## config.mk

```make
export PLATFORM = sky130hd
export DESIGN_NAME = cache_top
export DESIGN_NICKNAME = d
export VERILOG_FILES = /design/src/design/cache_array_pkg.sv /design/src/design/cache_bus_pkg.sv /design/src/design/line_beat_counter.sv /design/src/design/cache_way_array.sv /design/src/design/lru_array.sv /design/src/design/cache_control.sv /design/src/design/cache_datapath.sv /design/src/design/cache_top.sv
export VERILOG_INCLUDE_DIRS = /design/src /design/src/design
export SDC_FILE = /design/constraint.sdc
export NUM_CORES = 2
export LEC_CHECK = 0
export ABC_CLOCK_PERIOD_IN_PS = 17890
export BUFFER_PORTS_ARGS = -buffer_cell sky130_fd_sc_hd__buf_2
export CORE_MARGIN = 2
export CORE_UTILIZATION = 45
export CTS_BUF_LIST = sky130_fd_sc_hd__clkbuf_16
export CTS_CLUSTER_DIAMETER = 150
export DETAILED_ROUTE_END_ITERATION = 6
export PLACE_DENSITY = 0.66
export SLEW_MARGIN = 20
export SYNTH_ARGS = -nofsm -noshare
export SYNTH_HDL_FRONTEND = slang
export SYNTH_HIERARCHICAL = 1
export SYNTH_SLANG_ARGS = --single-unit
export TNS_END_PERCENT = 50
```

## constraint.sdc

```tcl
create_clock -name clk -period 17.89 [get_ports clk]
set_input_delay 0.8945 -clock clk [delete_from_list [all_inputs] [get_ports clk]]
set_output_delay 0.8945 -clock clk [all_outputs]
set_load 0.01 [all_outputs]
```

## src/design/cache_defines.svh

```systemverilog
`ifndef CACHE_DEFINES_SVH
`define CACHE_DEFINES_SVH

// ~~~~~~~~~~~~~~~~~~~~~~~~~~~~~~
// address and data widths.
// ~~~~~~~~~~~~~~~~~~~~~~~~~~~~~~
`define CACHE_ADDR_W 16
`define CACHE_WORD_W 32

// ~~~~~~~~~~~~~~~~~~~~~~~~~~~~~~
// two ways, eight sets, four words per line.
// ~~~~~~~~~~~~~~~~~~~~~~~~~~~~~~
`define CACHE_SETS 8
`define CACHE_INDEX_W 3
`define CACHE_LINE_WORDS 4
`define CACHE_OFFSET_W 2

// tag is what is left of the word address.
`define CACHE_TAG_W 11

`endif

```

## src/design/cache_array_pkg.sv

```systemverilog
`include "cache_defines.svh"

package cache_array_pkg;

	typedef logic [`CACHE_TAG_W-1:0] tag_t;
	typedef logic [`CACHE_INDEX_W-1:0] index_t;
	typedef logic [`CACHE_OFFSET_W-1:0] offset_t;
	typedef logic [`CACHE_LINE_WORDS-1:0][`CACHE_WORD_W-1:0] line_t;

	typedef struct packed {
		logic valid;
		logic dirty;
		tag_t tag;
	} meta_t;

	// fill_sel high takes memory data, low takes the merged processor write.
	typedef struct packed {
		logic dirty_load;
		logic dirty_in;
		logic valid_load;
		logic valid_in;
		logic tag_load;
		logic data_load;
		logic fill_sel;
	} way_ctrl_t;

	typedef struct packed {
		logic hit;
		logic valid;
		logic dirty;
	} way_status_t;

endpackage : cache_array_pkg

```

## src/design/cache_bus_pkg.sv

```systemverilog
`include "cache_defines.svh"

package cache_bus_pkg;

	typedef struct packed {
		logic read;
		logic write;
		logic [`CACHE_ADDR_W-1:0] addr;
		logic [`CACHE_WORD_W-1:0] wdata;
		logic [`CACHE_WORD_W/8-1:0] byte_en;
	} cpu_req_t;

	typedef struct packed {
		logic resp;
		logic [`CACHE_WORD_W-1:0] rdata;
	} cpu_rsp_t;

	// addr is a word address, line base plus beat.
	typedef struct packed {
		logic read;
		logic write;
		logic [`CACHE_ADDR_W-1:0] addr;
		logic [`CACHE_WORD_W-1:0] wdata;
	} pmem_req_t;

	typedef struct packed {
		logic resp;
		logic [`CACHE_WORD_W-1:0] rdata;
	} pmem_rsp_t;

endpackage : cache_bus_pkg

```

## src/design/line_beat_counter.sv

```systemverilog
`timescale 1ns/100ps
`include "cache_defines.svh"

module line_beat_counter
	import cache_array_pkg::*;
(
	input  logic    clk,
	input  logic    arst_n,
	input  logic    busy,
	input  logic    beat_ack,
	output offset_t beat,
	output logic    line_done
);

	logic last_beat;

	assign last_beat = (beat == offset_t'(`CACHE_LINE_WORDS - 1));

	// done on the ack of the final word of the line.
	assign line_done = busy && beat_ack && last_beat;

	always_ff @(posedge clk or negedge arst_n) begin
		if (!arst_n) begin
			beat <= '0;
		end else if (!busy) begin
			beat <= '0;
		end else if (beat_ack) begin
			// wraps to zero after the last beat.
			beat <= beat + 1'b1;
		end
	end

endmodule : line_beat_counter

```

## src/design/cache_way_array.sv

```systemverilog
`timescale 1ns/100ps
`include "cache_defines.svh"

module cache_way_array
	import cache_array_pkg::*;
#(
	parameter type entry_t = logic [7:0],
	parameter bit RESET_ENTRIES = 1'b1
) (
	input  logic   clk,
	input  logic   arst_n,
	input  logic   read,
	input  index_t rindex,
	input  index_t windex,
	input  logic   load,
	input  entry_t wdata,
	output entry_t rdata
);

	entry_t mem [`CACHE_SETS];

	// a load also refreshes the output so partial fills build on themselves.
	if (RESET_ENTRIES) begin : g_reset
		always_ff @(posedge clk or negedge arst_n) begin
			if (!arst_n) begin
				for (int i = 0; i < `CACHE_SETS; i++) begin
					mem[i] <= '0;
				end
				rdata <= '0;
			end else if (load) begin
				mem[windex] <= wdata;
				rdata <= wdata;
			end else if (read) begin
				rdata <= mem[rindex];
			end
		end
	end else begin : g_no_reset
		always_ff @(posedge clk) begin
			if (load) begin
				mem[windex] <= wdata;
				rdata <= wdata;
			end else if (read) begin
				rdata <= mem[rindex];
			end
		end
	end

endmodule : cache_way_array

```

## src/design/lru_array.sv

```systemverilog
`timescale 1ns/100ps
`include "cache_defines.svh"

module lru_array
	import cache_array_pkg::*;
(
	input  logic   clk,
	input  logic   arst_n,
	input  logic   read,
	input  index_t index,
	input  logic   load,
	input  logic   lru_in,
	output logic   lru_out
);

	// one bit per set, it names the way to evict next.
	logic [`CACHE_SETS-1:0] lru_bits;

	always_ff @(posedge clk or negedge arst_n) begin
		if (!arst_n) begin
			lru_bits <= '0;
			lru_out <= 1'b0;
		end else if (load) begin
			lru_bits[index] <= lru_in;
			lru_out <= lru_in;
		end else if (read) begin
			lru_out <= lru_bits[index];
		end
	end

endmodule : lru_array

```

## src/design/cache_control.sv

```systemverilog
`timescale 1ns/100ps

module cache_control
	import cache_array_pkg::*;
	import cache_bus_pkg::*;
(
	input  logic        clk,
	input  logic        arst_n,
	input  cpu_req_t    cpu_req,
	input  way_status_t way_status [2],
	input  logic        lru_out,
	input  logic        line_done,
	output logic        arrays_read,
	output way_ctrl_t   way_ctrl [2],
	output logic        lru_load,
	output logic        lru_in,
	output logic        pmem_write_sel,
	output logic        resp,
	output logic        pmem_read,
	output logic        pmem_write
);

	typedef enum logic [1:0] {
		idle,
		check,
		allocate,
		writeback
	} state_t;

	state_t state;
	state_t next_state;
	logic   req_valid;
	logic   any_hit;
	logic   hit_way;
	logic   victim;

	assign req_valid = cpu_req.read || cpu_req.write;
	assign any_hit = way_status[0].hit || way_status[1].hit;
	assign hit_way = way_status[1].hit;
	assign victim = lru_out;

	// ~~~~~~~~~~~~~~~~~~~~~~~~~~~~~~
	// outputs per state.
	// ~~~~~~~~~~~~~~~~~~~~~~~~~~~~~~
	always_comb begin
		arrays_read = 1'b0;
		way_ctrl[0] = '0;
		way_ctrl[1] = '0;
		lru_load = 1'b0;
		lru_in = 1'b0;
		pmem_write_sel = 1'b0;
		resp = 1'b0;
		pmem_read = 1'b0;
		pmem_write = 1'b0;

		case (state)
			idle: begin
				if (req_valid) begin
					arrays_read = 1'b1;
				end
			end

			check: begin
				if (req_valid && any_hit) begin
					resp = 1'b1;
					// next victim is the way that did not hit.
					lru_load = 1'b1;
					lru_in = ~hit_way;
					if (cpu_req.write) begin
						way_ctrl[hit_way].dirty_load = 1'b1;
						way_ctrl[hit_way].dirty_in = 1'b1;
						way_ctrl[hit_way].data_load = 1'b1;
					end
				end
			end

			allocate: begin
				pmem_read = 1'b1;
				way_ctrl[victim].data_load = 1'b1;
				way_ctrl[victim].fill_sel = 1'b1;
				// the line turns valid only once every beat is in.
				if (line_done) begin
					way_ctrl[victim].tag_load = 1'b1;
					way_ctrl[victim].valid_load = 1'b1;
					way_ctrl[victim].valid_in = 1'b1;
					way_ctrl[victim].dirty_load = 1'b1;
				end
			end

			writeback: begin
				pmem_write = 1'b1;
				pmem_write_sel = 1'b1;
				if (line_done) begin
					way_ctrl[victim].dirty_load = 1'b1;
				end
			end

			default: ;
		endcase
	end

	// ~~~~~~~~~~~~~~~~~~~~~~~~~~~~~~
	// next state.
	// ~~~~~~~~~~~~~~~~~~~~~~~~~~~~~~
	always_comb begin
		next_state = state;
		case (state)
			idle: begin
				if (req_valid) begin
					next_state = check;
				end
			end

			check: begin
				if (!req_valid || any_hit) begin
					next_state = idle;
				end else if (way_status[victim].valid && way_status[victim].dirty) begin
					next_state = writeback;
				end else begin
					next_state = allocate;
				end
			end

			allocate, writeback: begin
				if (line_done) begin
					next_state = idle;
				end
			end

			default: next_state = idle;
		endcase
	end

	always_ff @(posedge clk or negedge arst_n) begin
		if (!arst_n) begin
			state <= idle;
		end else begin
			state <= next_state;
		end
	end

endmodule : cache_control

```

## src/design/cache_datapath.sv

```systemverilog
`timescale 1ns/100ps
`include "cache_defines.svh"

module cache_datapath
	import cache_array_pkg::*;
	import cache_bus_pkg::*;
(
	input  logic                     clk,
	input  logic                     arst_n,
	input  cpu_req_t                 cpu_req,
	input  logic                     arrays_read,
	input  way_ctrl_t                way_ctrl [2],
	input  logic                     lru_out,
	input  logic                     pmem_write_sel,
	input  offset_t                  beat,
	input  pmem_rsp_t                pmem_rsp,
	output way_status_t              way_status [2],
	output logic [`CACHE_WORD_W-1:0] rdata,
	output logic [`CACHE_ADDR_W-1:0] pmem_addr,
	output logic [`CACHE_WORD_W-1:0] pmem_wdata
);

	tag_t    req_tag;
	index_t  req_index;
	offset_t req_offset;
	tag_t    victim_tag;
	meta_t   meta_rd [2];
	line_t   line_rd [2];

	// ~~~~~~~~~~~~~~~~~~~~~~~~~~~~~~
	// address split.
	// ~~~~~~~~~~~~~~~~~~~~~~~~~~~~~~
	assign req_offset = cpu_req.addr[`CACHE_OFFSET_W-1:0];
	assign req_index = cpu_req.addr[`CACHE_OFFSET_W +: `CACHE_INDEX_W];
	assign req_tag = cpu_req.addr[`CACHE_ADDR_W-1 -: `CACHE_TAG_W];

	for (genvar w = 0; w < 2; w++) begin : g_way
		meta_t meta_wr;
		line_t line_wr;
		logic  meta_load;
		logic  line_load;

		assign way_status[w] = '{
			hit: meta_rd[w].valid && (meta_rd[w].tag == req_tag),
			valid: meta_rd[w].valid,
			dirty: meta_rd[w].dirty
		};

		assign meta_load = way_ctrl[w].valid_load || way_ctrl[w].dirty_load ||
			way_ctrl[w].tag_load;
		// fill words only land when memory acks a beat.
		assign line_load = way_ctrl[w].data_load && (!way_ctrl[w].fill_sel || pmem_rsp.resp);

		always_comb begin
			meta_wr = meta_rd[w];
			if (way_ctrl[w].valid_load) begin
				meta_wr.valid = way_ctrl[w].valid_in;
			end
			if (way_ctrl[w].dirty_load) begin
				meta_wr.dirty = way_ctrl[w].dirty_in;
			end
			if (way_ctrl[w].tag_load) begin
				meta_wr.tag = req_tag;
			end

			line_wr = line_rd[w];
			if (way_ctrl[w].fill_sel) begin
				line_wr[beat] = pmem_rsp.rdata;
			end else begin
				for (int b = 0; b < `CACHE_WORD_W/8; b++) begin
					if (cpu_req.byte_en[b]) begin
						line_wr[req_offset][8*b +: 8] = cpu_req.wdata[8*b +: 8];
					end
				end
			end
		end

		cache_way_array #(.entry_t(meta_t), .RESET_ENTRIES(1'b1)) u_meta (
			.clk    (clk),
			.arst_n (arst_n),
			.read   (arrays_read),
			.rindex (req_index),
			.windex (req_index),
			.load   (meta_load),
			.wdata  (meta_wr),
			.rdata  (meta_rd[w])
		);

		cache_way_array #(.entry_t(line_t), .RESET_ENTRIES(1'b0)) u_data (
			.clk    (clk),
			.arst_n (arst_n),
			.read   (arrays_read),
			.rindex (req_index),
			.windex (req_index),
			.load   (line_load),
			.wdata  (line_wr),
			.rdata  (line_rd[w])
		);
	end

	assign rdata = way_status[1].hit ? line_rd[1][req_offset] : line_rd[0][req_offset];

	// ~~~~~~~~~~~~~~~~~~~~~~~~~~~~~~
	// memory side, victim tag for writeback.
	// ~~~~~~~~~~~~~~~~~~~~~~~~~~~~~~
	assign victim_tag = meta_rd[lru_out].tag;
	assign pmem_addr = {pmem_write_sel ? victim_tag : req_tag, req_index, beat};
	assign pmem_wdata = line_rd[lru_out][beat];

endmodule : cache_datapath

```

## src/design/cache_top.sv

```systemverilog
`timescale 1ns/100ps
`include "cache_defines.svh"

module cache_top
	import cache_array_pkg::*;
	import cache_bus_pkg::*;
(
	input  logic      clk,
	input  logic      arst_n,
	input  cpu_req_t  cpu_req,
	output cpu_rsp_t  cpu_rsp,
	output pmem_req_t pmem_req,
	input  pmem_rsp_t pmem_rsp
);

	logic                     arrays_read;
	way_ctrl_t                way_ctrl [2];
	way_status_t              way_status [2];
	logic                     lru_load;
	logic                     lru_in;
	logic                     lru_out;
	logic                     pmem_write_sel;
	logic                     ctrl_resp;
	logic                     pmem_read;
	logic                     pmem_write;
	offset_t                  beat;
	logic                     line_done;
	logic [`CACHE_WORD_W-1:0] rdata;
	logic [`CACHE_ADDR_W-1:0] pmem_addr;
	logic [`CACHE_WORD_W-1:0] pmem_wdata;

	assign cpu_rsp = '{resp: ctrl_resp, rdata: rdata};
	assign pmem_req = '{read: pmem_read, write: pmem_write, addr: pmem_addr, wdata: pmem_wdata};

	cache_control u_cache_control (
		.clk            (clk),
		.arst_n         (arst_n),
		.cpu_req        (cpu_req),
		.way_status     (way_status),
		.lru_out        (lru_out),
		.line_done      (line_done),
		.arrays_read    (arrays_read),
		.way_ctrl       (way_ctrl),
		.lru_load       (lru_load),
		.lru_in         (lru_in),
		.pmem_write_sel (pmem_write_sel),
		.resp           (ctrl_resp),
		.pmem_read      (pmem_read),
		.pmem_write     (pmem_write)
	);

	line_beat_counter u_line_beat_counter (
		.clk       (clk),
		.arst_n    (arst_n),
		.busy      (pmem_read || pmem_write),
		.beat_ack  (pmem_rsp.resp),
		.beat      (beat),
		.line_done (line_done)
	);

	lru_array u_lru_array (
		.clk     (clk),
		.arst_n  (arst_n),
		.read    (arrays_read),
		.index   (cpu_req.addr[`CACHE_OFFSET_W +: `CACHE_INDEX_W]),
		.load    (lru_load),
		.lru_in  (lru_in),
		.lru_out (lru_out)
	);

	cache_datapath u_cache_datapath (
		.clk            (clk),
		.arst_n         (arst_n),
		.cpu_req        (cpu_req),
		.arrays_read    (arrays_read),
		.way_ctrl       (way_ctrl),
		.lru_out        (lru_out),
		.pmem_write_sel (pmem_write_sel),
		.beat           (beat),
		.pmem_rsp       (pmem_rsp),
		.way_status     (way_status),
		.rdata          (rdata),
		.pmem_addr      (pmem_addr),
		.pmem_wdata     (pmem_wdata)
	);

endmodule : cache_top

```

==> reports/metrics.cfg <==
[outcome]
run_status=completed

[detailed_routing]
drt_pass1_iterations=6
wl_per_cell_um=29.7
vias_per_cell=6.23
drt_iter0_markers=7677
finalWirelength_um=319000
drc=0
ant_nets=0
num_vias=66958

[layout]
area_growth_pct=11.0
drive_above_1_share_pct=27.2
finalNetCount=7249
stdcell_count=10740
final_core_util_pct=50.0
num-fill-cells=20392

[worst_setup_path]
critPathArrivalTime_ns=6.71
rrSetupSlack_ns=11.73
critPathCaptureType=flip-flop
critPathMaxFanout=55
start_kind=flip-flop
setup.worst_path.class=flip-flop to flip-flop
required_ns=18.43

[sta]
finalMaxSlewViolations=0
min_period_ns=6.16
tns_ns=0
clock.fmax_mhz=162
slew_headroom_pct=19.6
fin_crit_sh_pct=34.5
worstMarginPinSlew_ns=1.20
rsz0062_at_grt=no
fin_skew_ns=0.0795
finalHoldViolCount=0
setup_ws_ns=11.73
finalSetupViolCount=0

[clock_network]
cts_buffers=280
post_cts_buffers=0
root_buffer=clkbuf_16
tritoncts=yes
hold_buffers=0
cts_buffer_depth=4
clkSinkCount=2551
htreeDepth=5
insertion_delay_ns=0.93
cts_resized=0
cts.clk_slew.worst_paths_ns=0.06

[power]
p_leak_uw=0.0430
irDropWorstVdd_mv=0.148
power_density_mw_per_mm2=163

[synthesis]
netlist_top_cells_area=edfxtp_1 (61%), mux2_2 (8.4%), dfrtp_1 (5.5%)
synth_seq_cells=2551
synth_edf_count=2304
synth_flop_cell=edfxtp_1
synth_top_area_cell=edfxtp_1
syn_area_per_cell_sq_um=16.0
synth_area_sq_mm=0.113
synth_top_cell_area_share_pct=61.2
netlist_instances=7061
synth-async-reset-ratio_pct=9.68
ys_seq_area_share_pct=66.6
ys.warnings.count=6
syn-num-nets=7151
synth.distinct_cells=72

[placement]
gp_congestion=0.884
post-place-ws_ns=11.04
hpwl_um=188000
dpl.cell_count=10225
port_buffers=171

[run]
drv_cap=0

[global_routing]
grt_max_degree=169
met1_usage_pct=31.5
grt_antenna_before_repair=60
gr-usage-met3_pct=5.57
use_met2_pct=38.4
grt_util_all_layers_pct=24.4
gr-total-overflow=0
grt_pass1_vias=66165
grt-busiest-layer=met2
grt_pass1_wl_um=460000

[floorplan]
die_w_um=505
ios=172
core_sq_mm=0.251
rows=184
die_h_um=505
dieArea_sq_mm=0.255
start_util_pct=45.1

[min_path]
worst_hold_path_type=primary input to asynchronous set/reset pin

final cells by class:
cell class	count	area, sq um	share of cell area, %
Sequential cell	2551	75400	60.1
Multi-Input combinational cell	3973	35000	27.9
Clock buffer	287	7180	5.72
Tap cell	3348	4190	3.34
Timing Repair Buffer	339	2280	1.82
Clock inverter	182	1250	1.00
Antenna cell	46	115	0.0917
Inverter	14	52.6	0.0419
synthesized netlist by cell type, types with 127 or more instances:
cell      instances
o22ai_1         259
o211ai_1        180
nand2_1         305
o31ai_2         194
nor2_1          275
mux4_2          154
o31ai_1         182
dfrtp_1         247
clkbuf_1        231
mux2_2          841
mux2i_1         548
nand2b_1        127
edfxtp_1       2304
o21ai_0         221
a22o_1          256
metrics by stage:
stage	cell area (sq um)	power [uW]	hold slack (ns)
floorplan	113000	12600	0.449
global placement	117000	14800	0.465
detailed placement	117000	15000	0.479
CTS	125000	20400	0.0136
global route	125000	21200	0.0644
finish	125000	20500	0.0148
flip-flops by register name, summed over array words and instances (netlist names):
signal,cells
u_cache_datapath/g_way.u_data/rdata,256
u_line_beat_counter/beat,2
u_cache_datapath/g_way.u_data/mem,2048
u_lru_array/lru_out,1
u_cache_control/state,2
u_cache_datapath/g_way.u_meta/rdata,26
u_lru_array/lru_bits,8
u_cache_datapath/g_way.u_meta/mem,208
report_power, final:
part / total (uW) / switching (uW) / internal, uW
clock network: 5390 / 2270 / 3120
registers: 9290 / 650 / 8650
logic: 5790 / 4050 / 1740
total: 20500 / 6970 / 13500
cells in the final DEF (no fill, tap or decap), types with 124 or more instances in the layout:
cell / synthesis / layout
edfxtp_1: 2304 / 2304
mux2_2: 841 / 841
mux2i_1: 548 / 548
nand2_1: 305 / 303
clkbuf_16: 0 / 287
o22ai_1: 259 / 259
nor2_1: 275 / 258
a22o_1: 256 / 256
dfrtp_1: 247 / 244
o31ai_2: 194 / 229
o21ai_0: 221 / 194
o211ai_1: 180 / 180
buf_2: 81 / 167
buf_4: 96 / 158
mux4_2: 154 / 154
o31ai_1: 182 / 147
nand2b_1: 127 / 124
logic make-up after synthesis:
group	count (synthesis)	share of synthesized area, %
flops	2551	66.6
mux	1548	16.3
compound gates	1484	10.1
simple gates	917	3.88
buf+inv	537	2.81
xor+xnor	23	0.178
fa+ha+maj	1	0.0111
layer usage:
| layer | vias to the layer above | part of all wire [%] |
|---|---|---|
| met1 | 34554 | 39 |
| met3 | 709 | 8.9 |
| li1 | 28351 | - |
| met4 | 16 | 5.4 |
| met5 | - | 0.029 |
| met2 | 3328 | 47 |
critical path: stages (launching register included):
cell      delay, ns
dfrtp_1        0.42
xnor2_1        0.19
nand4_1        0.17
nor3_4         0.32
buf_4          0.83
nand2_1        0.21
o21ai_0        0.14
a21boi_4       0.19
buf_4          0.63
nand2_1        0.41
nor2_4         0.78
buf_4          0.74
buf_4          0.60
path summary, 6_finish.rpt:
| kind | startpoint | cells after the start | end |
|---|---|---|---|
| worst min register to register | u_cache_datapath/g_way[0].u_meta/mem[74]$_DFFE_PN0P_ | 1 | u_cache_datapath/g_way[0].u_meta/mem[74]$_DFFE_PN0P_ |
| worst max-delay path | u_cache_datapath/g_way[1].u_meta/rdata[3]$_DFFE_PN0P_ | 12 | u_cache_datapath/g_way[1].u_data/mem[3][50]$_DFFE_PP_ |
| max in group asynchronous | arst_n | 2 | u_cache_datapath/g_way[0].u_meta/mem[51]$_DFFE_PN0P_ |
| worst max register to register | u_cache_datapath/g_way[1].u_meta/rdata[3]$_DFFE_PN0P_ | 12 | u_cache_datapath/g_way[1].u_data/mem[3][50]$_DFFE_PP_ |
| min in group clk | pmem_rsp[32] | 3 | u_line_beat_counter/beat[1]$_DFFE_PN0P_ |
| worst min-delay path | arst_n | 1 | u_cache_datapath/g_way[1].u_meta/mem[44]$_DFFE_PN0P_ |
Power figures use the tool's default switching activity.
